<file path="config.mk">
export PLATFORM = sky130hd
export DESIGN_NAME = rv32_decode
export DESIGN_NICKNAME = d
export VERILOG_FILES = /design/src/rv32_pkg.sv /design/src/rv32_decode.sv /design/src/rv32_decode_ctrl.sv /design/src/rv32_imm_gen.sv /design/src/rv32_regs.sv
export SDC_FILE = /design/constraint.sdc
export NUM_CORES = 2
export LEC_CHECK = 0
export BUFFER_PORTS_ARGS = -buffer_cell sky130_fd_sc_hd__buf_4
export CAP_MARGIN = 20
export CORE_UTILIZATION = 62
export DETAILED_ROUTE_END_ITERATION = 16
export GPL_TIMING_DRIVEN = 1
export PLACE_DENSITY = 0.84
export SLEW_MARGIN = 10
export SYNTH_ARGS = -nofsm -noshare
export SYNTH_HDL_FRONTEND = slang
export SYNTH_HIERARCHICAL = 1
export SYNTH_SLANG_ARGS = --single-unit
</file>
<file path="constraint.sdc">
create_clock -name clk -period 5.6 [get_ports clk]
set_input_delay 0.56 -clock clk [delete_from_list [all_inputs] [get_ports clk]]
set_output_delay 0.56 -clock clk [all_outputs]
set_load 0.03 [all_outputs]
</file>
<file path="src/rv32_pkg.sv">
package rv32_pkg;

    localparam int unsigned xlen       = 32;
    localparam int unsigned reg_addr_w = 5;

    // base opcodes of the rv32i set.
    localparam logic [6:0] opcode_lui      = 7'b0110111;
    localparam logic [6:0] opcode_auipc    = 7'b0010111;
    localparam logic [6:0] opcode_jal      = 7'b1101111;
    localparam logic [6:0] opcode_jalr     = 7'b1100111;
    localparam logic [6:0] opcode_branch   = 7'b1100011;
    localparam logic [6:0] opcode_load     = 7'b0000011;
    localparam logic [6:0] opcode_store    = 7'b0100011;
    localparam logic [6:0] opcode_op_imm   = 7'b0010011;
    localparam logic [6:0] opcode_op       = 7'b0110011;
    localparam logic [6:0] opcode_misc_mem = 7'b0001111;

    localparam logic [2:0] funct3_jalr = 3'b000;

    localparam logic [2:0] funct3_beq  = 3'b000;
    localparam logic [2:0] funct3_bne  = 3'b001;
    localparam logic [2:0] funct3_blt  = 3'b100;
    localparam logic [2:0] funct3_bge  = 3'b101;
    localparam logic [2:0] funct3_bltu = 3'b110;
    localparam logic [2:0] funct3_bgeu = 3'b111;

    localparam logic [2:0] funct3_lb  = 3'b000;
    localparam logic [2:0] funct3_lh  = 3'b001;
    localparam logic [2:0] funct3_lw  = 3'b010;
    localparam logic [2:0] funct3_lbu = 3'b100;
    localparam logic [2:0] funct3_lhu = 3'b101;

    localparam logic [2:0] funct3_sb = 3'b000;
    localparam logic [2:0] funct3_sh = 3'b001;
    localparam logic [2:0] funct3_sw = 3'b010;

    // shared by the register-immediate and register-register groups.
    localparam logic [2:0] funct3_op_add_sub = 3'b000;
    localparam logic [2:0] funct3_op_sll     = 3'b001;
    localparam logic [2:0] funct3_op_slt     = 3'b010;
    localparam logic [2:0] funct3_op_sltu    = 3'b011;
    localparam logic [2:0] funct3_op_xor     = 3'b100;
    localparam logic [2:0] funct3_op_srl_sra = 3'b101;
    localparam logic [2:0] funct3_op_or      = 3'b110;
    localparam logic [2:0] funct3_op_and     = 3'b111;

    localparam logic [2:0] funct3_fence = 3'b000;

    localparam logic [6:0] funct7_zero    = 7'b0000000;
    localparam logic [6:0] funct7_sub_sra = 7'b0100000;

    localparam logic alu_src1_reg      = 1'b0;
    localparam logic alu_src1_pc       = 1'b1;
    localparam logic alu_src2_reg      = 1'b0;
    localparam logic alu_src2_imm      = 1'b1;
    localparam logic branch_pc_src_imm = 1'b0;
    localparam logic branch_pc_src_reg = 1'b1;

    typedef enum logic [3:0] {
        alu_op_add_sub    = 4'd0,
        alu_op_xor        = 4'd1,
        alu_op_or         = 4'd2,
        alu_op_and        = 4'd3,
        alu_op_sll        = 4'd4,
        alu_op_srl_sra    = 4'd5,
        alu_op_slt        = 4'd6,
        alu_op_sltu       = 4'd7,
        alu_op_src2       = 4'd8,
        alu_op_src1_plus4 = 4'd9
    } alu_op_e;

    typedef enum logic [1:0] {
        branch_op_never    = 2'd0,
        branch_op_zero     = 2'd1,
        branch_op_non_zero = 2'd2,
        branch_op_always   = 2'd3
    } branch_op_e;

    typedef enum logic [2:0] {
        imm_fmt_none  = 3'd0,
        imm_fmt_i     = 3'd1,
        imm_fmt_s     = 3'd2,
        imm_fmt_b     = 3'd3,
        imm_fmt_u     = 3'd4,
        imm_fmt_j     = 3'd5,
        imm_fmt_shamt = 3'd6
    } imm_fmt_e;

    typedef struct packed {
        logic [6:0]            funct7;
        logic [reg_addr_w-1:0] rs2;
        logic [reg_addr_w-1:0] rs1;
        logic [2:0]            funct3;
        logic [reg_addr_w-1:0] rd;
        logic [6:0]            opcode;
    } instr_t;

    typedef struct packed {
        alu_op_e               alu_op;
        logic                  alu_sub_sra;
        logic                  alu_src1;
        logic                  alu_src2;
        logic                  mem_read_en;
        logic                  mem_write_en;
        branch_op_e            branch_op;
        logic                  branch_pc_src;
        logic [reg_addr_w-1:0] rd;
        logic                  rd_writeback;
    } ctrl_t;

    typedef struct packed {
        logic [reg_addr_w-1:0] rd;
        logic                  en;
        logic [xlen-1:0]       value;
    } wb_t;

endpackage

</file>
<file path="src/rv32_decode.sv">
`timescale 1ns/1ps

module rv32_decode import rv32_pkg::*; #(
    parameter int unsigned num_regs = 32
) (
    input  logic            clk,
    input  logic            rst_n_i,
    input  logic [xlen-1:0] pc_i,
    input  instr_t          instr_i,
    input  wb_t             wb_i,
    output logic            valid_o,
    output ctrl_t           ctrl_o,
    output logic [xlen-1:0] pc_o,
    output logic [xlen-1:0] imm_o,
    output logic [xlen-1:0] rs1_value_o,
    output logic [xlen-1:0] rs2_value_o
);

    imm_fmt_e imm_fmt; // chosen by the decoder in the same cycle.

    rv32_decode_ctrl u_ctrl (
        .clk       (clk),
        .rst_n_i   (rst_n_i),
        .pc_i      (pc_i),
        .instr_i   (instr_i),
        .imm_fmt_o (imm_fmt),
        .valid_o   (valid_o),
        .ctrl_o    (ctrl_o),
        .pc_o      (pc_o)
    );

    rv32_imm_gen u_imm_gen (
        .clk       (clk),
        .rst_n_i   (rst_n_i),
        .instr_i   (instr_i),
        .imm_fmt_i (imm_fmt),
        .imm_o     (imm_o)
    );

    // the source fields are read for every encoding, legal or not.
    rv32_regs #(
        .num_regs (num_regs)
    ) u_regs (
        .clk         (clk),
        .rst_n_i     (rst_n_i),
        .rs1_i       (instr_i.rs1),
        .rs2_i       (instr_i.rs2),
        .wb_i        (wb_i),
        .rs1_value_o (rs1_value_o),
        .rs2_value_o (rs2_value_o)
    );

endmodule

</file>
<file path="src/rv32_decode_ctrl.sv">
`timescale 1ns/1ps

module rv32_decode_ctrl import rv32_pkg::*; (
    input  logic            clk,
    input  logic            rst_n_i,
    input  logic [xlen-1:0] pc_i,
    input  instr_t          instr_i,
    output imm_fmt_e        imm_fmt_o,
    output logic            valid_o,
    output ctrl_t           ctrl_o,
    output logic [xlen-1:0] pc_o
);

    ctrl_t ctrl_d;
    logic  legal;

    function automatic alu_op_e funct3_to_alu_op(logic [2:0] funct3);
        case (funct3)
            funct3_op_sll:     return alu_op_sll;
            funct3_op_slt:     return alu_op_slt;
            funct3_op_sltu:    return alu_op_sltu;
            funct3_op_xor:     return alu_op_xor;
            funct3_op_srl_sra: return alu_op_srl_sra;
            funct3_op_or:      return alu_op_or;
            funct3_op_and:     return alu_op_and;
            default:           return alu_op_add_sub;
        endcase
    endfunction

    // compares need a subtraction, add and shift take the alternate bit.
    function automatic logic funct3_to_sub_sra(logic [2:0] funct3, logic alt);
        case (funct3)
            funct3_op_slt, funct3_op_sltu:    return 1'b1;
            funct3_op_add_sub, funct3_op_srl_sra: return alt;
            default:                          return 1'b0;
        endcase
    endfunction

    always_comb begin
        ctrl_d    = '0;
        legal     = 1'b0;
        imm_fmt_o = imm_fmt_none;
        case (instr_i.opcode)
            opcode_lui: begin
                legal               = 1'b1;
                ctrl_d.alu_op       = alu_op_src2;
                ctrl_d.alu_src2     = alu_src2_imm;
                ctrl_d.rd_writeback = 1'b1;
                imm_fmt_o           = imm_fmt_u;
            end
            opcode_auipc: begin
                legal               = 1'b1;
                ctrl_d.alu_op       = alu_op_add_sub;
                ctrl_d.alu_src1     = alu_src1_pc;
                ctrl_d.alu_src2     = alu_src2_imm;
                ctrl_d.rd_writeback = 1'b1;
                imm_fmt_o           = imm_fmt_u;
            end
            opcode_jal, opcode_jalr: begin
                legal                = instr_i.opcode == opcode_jal ||
                                       instr_i.funct3 == funct3_jalr;
                ctrl_d.alu_op        = alu_op_src1_plus4; // link address is pc + 4.
                ctrl_d.alu_src1      = alu_src1_pc;
                ctrl_d.branch_op     = branch_op_always;
                ctrl_d.rd_writeback  = 1'b1;
                if (instr_i.opcode == opcode_jal) begin
                    ctrl_d.branch_pc_src = branch_pc_src_imm;
                    imm_fmt_o            = imm_fmt_j;
                end else begin
                    ctrl_d.branch_pc_src = branch_pc_src_reg;
                    imm_fmt_o            = imm_fmt_i;
                end
            end
            opcode_branch: begin
                legal                = 1'b1;
                ctrl_d.alu_sub_sra   = 1'b1;
                ctrl_d.alu_src1      = alu_src1_reg;
                ctrl_d.alu_src2      = alu_src2_reg;
                ctrl_d.branch_pc_src = branch_pc_src_imm;
                imm_fmt_o            = imm_fmt_b;
                case (instr_i.funct3)
                    funct3_beq, funct3_bne:   ctrl_d.alu_op = alu_op_add_sub;
                    funct3_blt, funct3_bge:   ctrl_d.alu_op = alu_op_slt;
                    funct3_bltu, funct3_bgeu: ctrl_d.alu_op = alu_op_sltu;
                    default:                  legal = 1'b0;
                endcase
                // beq and the greater-or-equal forms take the branch on a zero result.
                ctrl_d.branch_op = instr_i.funct3 inside {funct3_beq, funct3_bge, funct3_bgeu} ?
                                   branch_op_zero : branch_op_non_zero;
            end
            opcode_load, opcode_store: begin
                ctrl_d.alu_op   = alu_op_add_sub;
                ctrl_d.alu_src1 = alu_src1_reg;
                ctrl_d.alu_src2 = alu_src2_imm;
                if (instr_i.opcode == opcode_load) begin
                    legal = instr_i.funct3 inside
                            {funct3_lb, funct3_lh, funct3_lw, funct3_lbu, funct3_lhu};
                    ctrl_d.mem_read_en  = 1'b1;
                    ctrl_d.rd_writeback = 1'b1;
                    imm_fmt_o           = imm_fmt_i;
                end else begin
                    legal               = instr_i.funct3 inside {funct3_sb, funct3_sh, funct3_sw};
                    ctrl_d.mem_write_en = 1'b1;
                    imm_fmt_o           = imm_fmt_s;
                end
            end
            opcode_op_imm: begin
                legal               = 1'b1;
                ctrl_d.alu_op       = funct3_to_alu_op(instr_i.funct3);
                ctrl_d.alu_sub_sra  = funct3_to_sub_sra(instr_i.funct3,
                    instr_i.funct3 == funct3_op_srl_sra && instr_i.funct7 == funct7_sub_sra);
                ctrl_d.alu_src1     = alu_src1_reg;
                ctrl_d.alu_src2     = alu_src2_imm;
                ctrl_d.rd_writeback = 1'b1;
                imm_fmt_o           = imm_fmt_i;
                if (instr_i.funct3 == funct3_op_sll) begin
                    legal     = instr_i.funct7 == funct7_zero;
                    imm_fmt_o = imm_fmt_shamt;
                end else if (instr_i.funct3 == funct3_op_srl_sra) begin
                    legal     = instr_i.funct7 inside {funct7_zero, funct7_sub_sra};
                    imm_fmt_o = imm_fmt_shamt;
                end
            end
            opcode_op: begin
                legal = instr_i.funct7 == funct7_zero ||
                        (instr_i.funct7 == funct7_sub_sra &&
                         instr_i.funct3 inside {funct3_op_add_sub, funct3_op_srl_sra});
                ctrl_d.alu_op       = funct3_to_alu_op(instr_i.funct3);
                ctrl_d.alu_sub_sra  = funct3_to_sub_sra(instr_i.funct3,
                                                        instr_i.funct7 == funct7_sub_sra);
                ctrl_d.alu_src1     = alu_src1_reg;
                ctrl_d.alu_src2     = alu_src2_reg;
                ctrl_d.rd_writeback = 1'b1;
            end
            opcode_misc_mem: begin
                legal = instr_i.funct3 == funct3_fence; // fence.i has no cache to act on.
            end
            default: begin
                legal = 1'b0;
            end
        endcase
        if (legal) begin
            ctrl_d.rd = instr_i.rd;
        end else begin
            ctrl_d    = '0;
            imm_fmt_o = imm_fmt_none;
        end
    end

    always_ff @(posedge clk) begin
        if (!rst_n_i) begin
            valid_o <= 1'b0;
            ctrl_o  <= '0;
        end else begin
            valid_o <= legal;
            ctrl_o  <= ctrl_d;
        end
    end

    always_ff @(posedge clk) begin
        pc_o <= pc_i;
    end

    a_mem_excl: assert property (@(posedge clk) disable iff (!rst_n_i)
        !(ctrl_o.mem_read_en && ctrl_o.mem_write_en));

    a_invalid_no_wb: assert property (@(posedge clk) disable iff (!rst_n_i)
        !valid_o |-> !ctrl_o.rd_writeback);

endmodule

</file>
<file path="src/rv32_imm_gen.sv">
`timescale 1ns/1ps

module rv32_imm_gen import rv32_pkg::*; (
    input  logic            clk,
    input  logic            rst_n_i,
    input  instr_t          instr_i,
    input  imm_fmt_e        imm_fmt_i,
    output logic [xlen-1:0] imm_o
);

    logic [31:0]     w;
    logic [xlen-1:0] imm_d;

    assign w = instr_i;

    always_comb begin
        case (imm_fmt_i)
            rv32_pkg::imm_fmt_i: imm_d = {{21{w[31]}}, w[30:20]};
            imm_fmt_s:     imm_d = {{21{w[31]}}, w[30:25], w[11:7]};
            imm_fmt_b:     imm_d = {{20{w[31]}}, w[7], w[30:25], w[11:8], 1'b0};
            imm_fmt_u:     imm_d = {w[31:12], 12'b0};
            imm_fmt_j:     imm_d = {{12{w[31]}}, w[19:12], w[20], w[30:21], 1'b0};
            imm_fmt_shamt: imm_d = {{(xlen - reg_addr_w){1'b0}}, instr_i.rs2};
            default:       imm_d = '0; // register-register ops and fence carry no immediate.
        endcase
    end

    always_ff @(posedge clk) begin
        if (!rst_n_i) begin
            imm_o <= '0;
        end else begin
            imm_o <= imm_d;
        end
    end

    // branch and jump targets are always halfword aligned.
    a_target_aligned: assert property (@(posedge clk) disable iff (!rst_n_i)
        imm_fmt_i inside {imm_fmt_b, imm_fmt_j} |=> imm_o[0] == 1'b0);

endmodule

</file>
<file path="src/rv32_regs.sv">
`timescale 1ns/1ps

module rv32_regs import rv32_pkg::*; #(
    parameter int unsigned num_regs = 32
) (
    input  logic                  clk,
    input  logic                  rst_n_i,
    input  logic [reg_addr_w-1:0] rs1_i,
    input  logic [reg_addr_w-1:0] rs2_i,
    input  wb_t                   wb_i,
    output logic [xlen-1:0]       rs1_value_o,
    output logic [xlen-1:0]       rs2_value_o
);

    localparam int unsigned idx_w = $clog2(num_regs);

    logic [xlen-1:0] regs_q [num_regs];
    logic            wr_en;

    // indices above the implemented range are dropped on write.
    assign wr_en = wb_i.en && wb_i.rd != '0 && wb_i.rd < num_regs;

    function automatic logic [xlen-1:0] read_port(logic [reg_addr_w-1:0] addr);
        if (addr == '0 || addr >= num_regs) begin
            return '0;
        end
        if (wr_en && wb_i.rd == addr) begin
            return wb_i.value; // write in the same cycle wins.
        end
        return regs_q[addr[idx_w-1:0]];
    endfunction

    always_ff @(posedge clk) begin
        if (!rst_n_i) begin
            for (int i = 0; i < num_regs; i++) begin
                regs_q[i] <= '0;
            end
        end else if (wr_en) begin
            regs_q[wb_i.rd[idx_w-1:0]] <= wb_i.value;
        end
    end

    always_ff @(posedge clk) begin
        rs1_value_o <= read_port(rs1_i);
        rs2_value_o <= read_port(rs2_i);
    end

    a_x0_rs1: assert property (@(posedge clk) disable iff (!rst_n_i)
        rs1_i == '0 |=> rs1_value_o == '0);

    a_x0_rs2: assert property (@(posedge clk) disable iff (!rst_n_i)
        rs2_i == '0 |=> rs2_value_o == '0);

endmodule

</file>
* After elaboration in Yosys (flattened, before gate mapping) *
Memory sizes are Yosys's and may differ from the RTL's.
Cells that the tools add are included.

word-level totals
  register bits = 147
  bits in writable memories = 1024
  input port bits = 104
  output and inout port bits = 147
  word-level logic and storage cells = 121
  memories kept = 1

memories
  memory         depth  bits a word  rd ports  clocked after memory_dff  write ports  line             text
  u_regs.regs_q  32     32           2         0                         32           rv32_regs.sv:17  logic [xlen-1:0] regs_q [num_regs];

cells by class
  eq/ne operators = 26
  muxes and demuxes = 47
  reductions and logical operators = 32

operators with widths
  cell                  number
  $mux W32              9
  $pmux W32 S6          1
  $reduce_or A32 Y1     1
  $eq A7 B6 Y1 const B  4
  $eq A3 B3 Y1 const B  7
  $eq A7 B7 Y1 const B  3
  $pmux W3 S7           1
  $mux W1               20
  $pmux W4 S4           1
  $reduce_or A2 Y1      8
  $pmux W3 S5           1
  $eq A7 B5 Y1 const B  2
  $eq A3 B2 Y1 const B  4
  $mux W3               4
  $pmux W3 S2           2
  $reduce_or A6 Y1      2
  $eq A5 B5 Y1          2
  $logic_not A5 Y1      2
  $reduce_bool A5 Y1    2
  $eq A7 B2 Y1 const B  1
  $eq A7 B4 Y1 const B  1
  $logic_not A7 Y1      1
  $pmux W1 S7           1
  $eq A3 B1 Y1 const B  2
  13 further kinds      23

* Longest topological paths before layout *
  depth in word-level cells = 8
  depth in mapped cells = 12
  gate-level depth less buffers = 8

* By module *
The synthesis kept the hierarchy.

by module, submodules not included
  module            times used  cells an instance  area an instance (µm²)  seq. area each (µm²)
  rv32_regs         1           3899               56555.5                 32030.7
  rv32_decode_ctrl  1           162                1724.2                  1021.0
  rv32_imm_gen      1           125                1137.3                  640.6

* Worst setup path after synthesis *
Ideal clock, no wire load.

  kind = input port to flip-flop
  start = input wb_i[36] in the netlist's numbering
  end = memory u_regs.regs_q[16][0], enable pin
  library setup time = 466 ps
  arrival time = 3668 ps
  required time = 5134 ps
  setup slack = 1467 ps
  stages on the path = 4
  buffers on the path = 2
  path through = clkbuf_1 or3b_2 clkbuf_1 o21ai_0

RTL lines
  what             line               text
  start, declared  rv32_decode.sv:10  input wb_t wb_i,
  end, declared    rv32_regs.sv:17

* Final worst setup path *
  start = input instr_i[15] in the netlist's numbering
  end = register u_regs.rs1_value_o[8]

on the way
  cells in the longest elaborated chain, start to end = 6
  elaborated cells on any way between the ends = 10
  those cells by class = eq/ne (1); mux (6); reduce/logical (2); memory (1)

ends and longest elaborated chain
  what                                                                     line              text
  start, declared                                                          rv32_decode.sv:9  input instr_t instr_i,
  parallel branches: the longest is 5 deep, another holds $mem_v2 Z32 W32  -
  $mux W32 (*)                                                             rv32_regs.sv:27   if (wr_en && wb_i.rd == addr) begin
  end signal, assigned                                                     rv32_regs.sv:44   rs1_value_o <= read_port(rs1_i);
  end, declared                                                            rv32_regs.sv:11   output logic [xlen-1:0] rs1_value_o,

Mark *: on every way between the ends. The select of a mux whose other input is x is not followed.
A chain may end at the register's enable or synchronous reset.

==> flow_metrics.tcl <==
set metrics [dict create \
    vias 42640 \
    final_area_um2 66840 \
    antenna_found_initial 16 \
    track_usage 0.4121 \
    syn_inst 4186 \
    worstMarginPinSlew_ns 1.313 \
    hold_violations 0 \
    worstHoldPathType "in2reg" \
    routabilityCongestion 0.9529 \
    layoutNonFillerInstCount 5692 \
    dp_slack_ns 1.672 \
    initial_core_util 0.6254 \
    final_nets 4413 \
    fin_crit_sh 0.5941 \
    slew_headroom 0.1213 \
    wl_per_cell_um 35.60 \
    clock_skew_ns 0.04811 \
    yosys.area.top_type_share 0.5175 \
    clock_sinks 1171 \
    r2r-start "u_regs/regs_q[30][31]" \
    num_rows 113 \
    ir_drop_mv 0.2814 \
    gr-total-overflow 0 \
    path_class "in2reg" \
    area_growth_pct 12.49 \
    die_w_um 311.6 \
    yosysTopAreaCell "edfxtp_1" \
    cts_buffers 118 \
    io_pins 251 \
    power.density_nw_per_um2 314.3 \
    crit_chain "buf_8 > xor2_1 > nor4_1 > nand3_1 > nand2_1 > a21oi_1 > a211o_1" \
    p_leak_uw 0.02408 \
    worstPathArrival_ns 3.95 \
    crit_family "simple AND/OR/NAND/NOR gates" \
    start_kind "primary input" \
    place_hpwl_um 122900 \
    seqCellArea_um2 33690 \
    grt_pass1_wl_um 285900 \
    clock_path_buffers 3 \
    first_global_vias 41350 \
    cts_tree "built" \
    synth_edf_count 1024 \
    syn_area_per_cell_um2 14.19 \
    maxSlewViolCount 0 \
    routed_via_density 7.492 \
    cp_slowest_cell "nand2_1" \
    synth.distinct_cells 81 \
    die_h_um 311.6 \
    port_buffers 250 \
    ys_seq_area_frac 0.5670 \
    ctsHtreeMaxLevel 3 \
    ys_ff_latch 1171 \
    setup_tns_ns 0 \
    multi_input_area_um2 24240 \
    cp.buffers_inverters 1 \
    die-area_um2 97080 \
    drcViolationCount 0 \
    min_period_ns 3.327 \
    setup_viol 0 \
    wl_um 202600 \
    path_clk_slew_ns 0.06 \
    ys_top_cells_by_area "edfxtp_1 (52%), mux4_2 (15%), and2_1 (11%)" \
    cp_slowest_stage_delay_ns 1.03 \
    synthArstFlopShare 0 \
    rsz0062_at_grt "false" \
    ys.flop_type "edfxtp_1" \
    core_um2 95010 \
    drtIter0Drc 8479 \
    yosysWarnings 6 \
    clk_latency_ns 0.75 \
    n_fill_cell 6040 \
    dp_cells 5418 \
    drive_gt1_frac 0.2437 \
    crit_path_end_kind "register" \
    placed_area_um2 62560 \
    cap_violations 0 \
    hold_ws_ns 0.05377 \
    crit_required_ns 6.23 \
    syn_area_um2 59420 \
    ant_nets 0 \
    dr.pass1.iters 9 \
    fmax_mhz 300.6 \
    post-route-worst-setup-slack_ns 2.273 \
    grt_max_degree 114 \
    cts_root_buffer "clkbuf_16" \
    crit_fanout 65 \
    min_from "instr_i[26]" \
    r2r_slack_ns 3.28 \
    cp-startpoint "instr_i[15]" \
    outcome "complete, no violations" \
]
cell usage in the layout (no fill, tap or decap), drive strengths merged, types with 31 or more instances in the layout:
master,instances
and2,1006
clkbuf,177
dlygate4sd3,32
nor2,63
a211oi,31
o21ai,92
clkinv,37
a22oi,67
nand2,110
a32o,32
a21oi,87
mux2,36
edfxtp,1024
dfxtp,147
buf,380
conb,32
a221o,36
a221oi,47
mux4,383
mux2i,268
o221ai,64
state kept, by name, indices dropped and copies added, names as in the netlist:
register / cells
u_regs/regs_q: 1024
u_ctrl/pc_o: 32
u_imm_gen/imm_o: 32
u_regs/rs1_value_o: 32
u_regs/rs2_value_o: 32
u_ctrl/ctrl_o: 18
u_ctrl/valid_o: 1
cell usage after synthesis (7+ instances only):
library cell and count:
nor3_1 27, nor2b_1 17, mux2_2 36, and3_1 26, o211a_1 7, inv_1 10, xor2_1 10, o21ai_0 89
nand3_1 14, a211o_1 9, a21oi_1 87, a211oi_1 31, o311ai_0 7, a221o_1 36, a221oi_1 47, mux2i_1 268
dfxtp_1 147, buf_4 16, nand2_1 110, edfxtp_1 1024, buf_6 25, nand4_1 8, buf_2 87, nand2b_1 7
clkbuf_1 297, mux4_2 383, and2_1 1004, nor2_1 62, buf_1 15, a22oi_1 67, o221ai_1 64, a31oi_1 10
or3_1 10, a32o_1 32, o22ai_1 11
path summary, 6_finish.rpt:
kind / endpoint / cells after the start
min reg2reg: u_regs/rs2_value_o[3] / 4
max: u_regs/rs1_value_o[8] / 7
max reg2reg: u_regs/rs2_value_o[31] / 4
min: u_imm_gen/imm_o[6] / 2
report_power, final:
part / leakage (uW) / switching (uW) / total, uW / internal (uW)
logic: 0.0112 / 1720 / 2740 / 1030
registers: 0.0110 / 321 / 10300 / 10000
clock network: 0.00191 / 3440 / 7940 / 4500
metrics by stage:
stage | util | total power [uW]
after floorplan | - | 11940
after global placement | 0.6578 | 12950
after detailed placement | 0.6584 | 13040
after CTS | 0.7027 | 20820
after global routing | 0.7033 | 21340
final | 0.7035 | 21010
repair_timing:
item / in CTS / in global routing
hold endpoints to repair: 32 / 0
buffers inserted: 0 / 0
hold buffers: 32 / 0
resized for setup: 0 / 0
kinds of logic (layout without fill, tap and decap cells):
group / after synthesis / in the layout / synth area share
simple gates: 1333 / 1333 / 0.1342
flops: 1171 / 1171 / 0.5670
mux: 687 / 687 / 0.1971
compound gates: 530 / 530 / 0.06526
buf+inv: 453 / 651 / 0.03466
xor+xnor: 11 / 11 / 0.001621
other cells: 1 / 44 / 0.00006311
cell type report:
type                    count  area share
repair buffers            414     0.05043
multi-input cells        2593      0.3626
flip-flops and latches   1171      0.5041
clock buffers             175     0.05051
inverters                  11   0.0006178
diodes                     12   0.0004493
clock inverters            51    0.007582
well taps                1265     0.02368
layer usage:
layer	up-vias	wire, um	global-route usage
li1	16270	-	-
met1	20650	63580	0.5145
met2	4639	87750	0.6038
met3	1083	36480	0.1762
met4	10	14730	0.2363
met5	-	92	0
(Power assumes the default switching activity.)
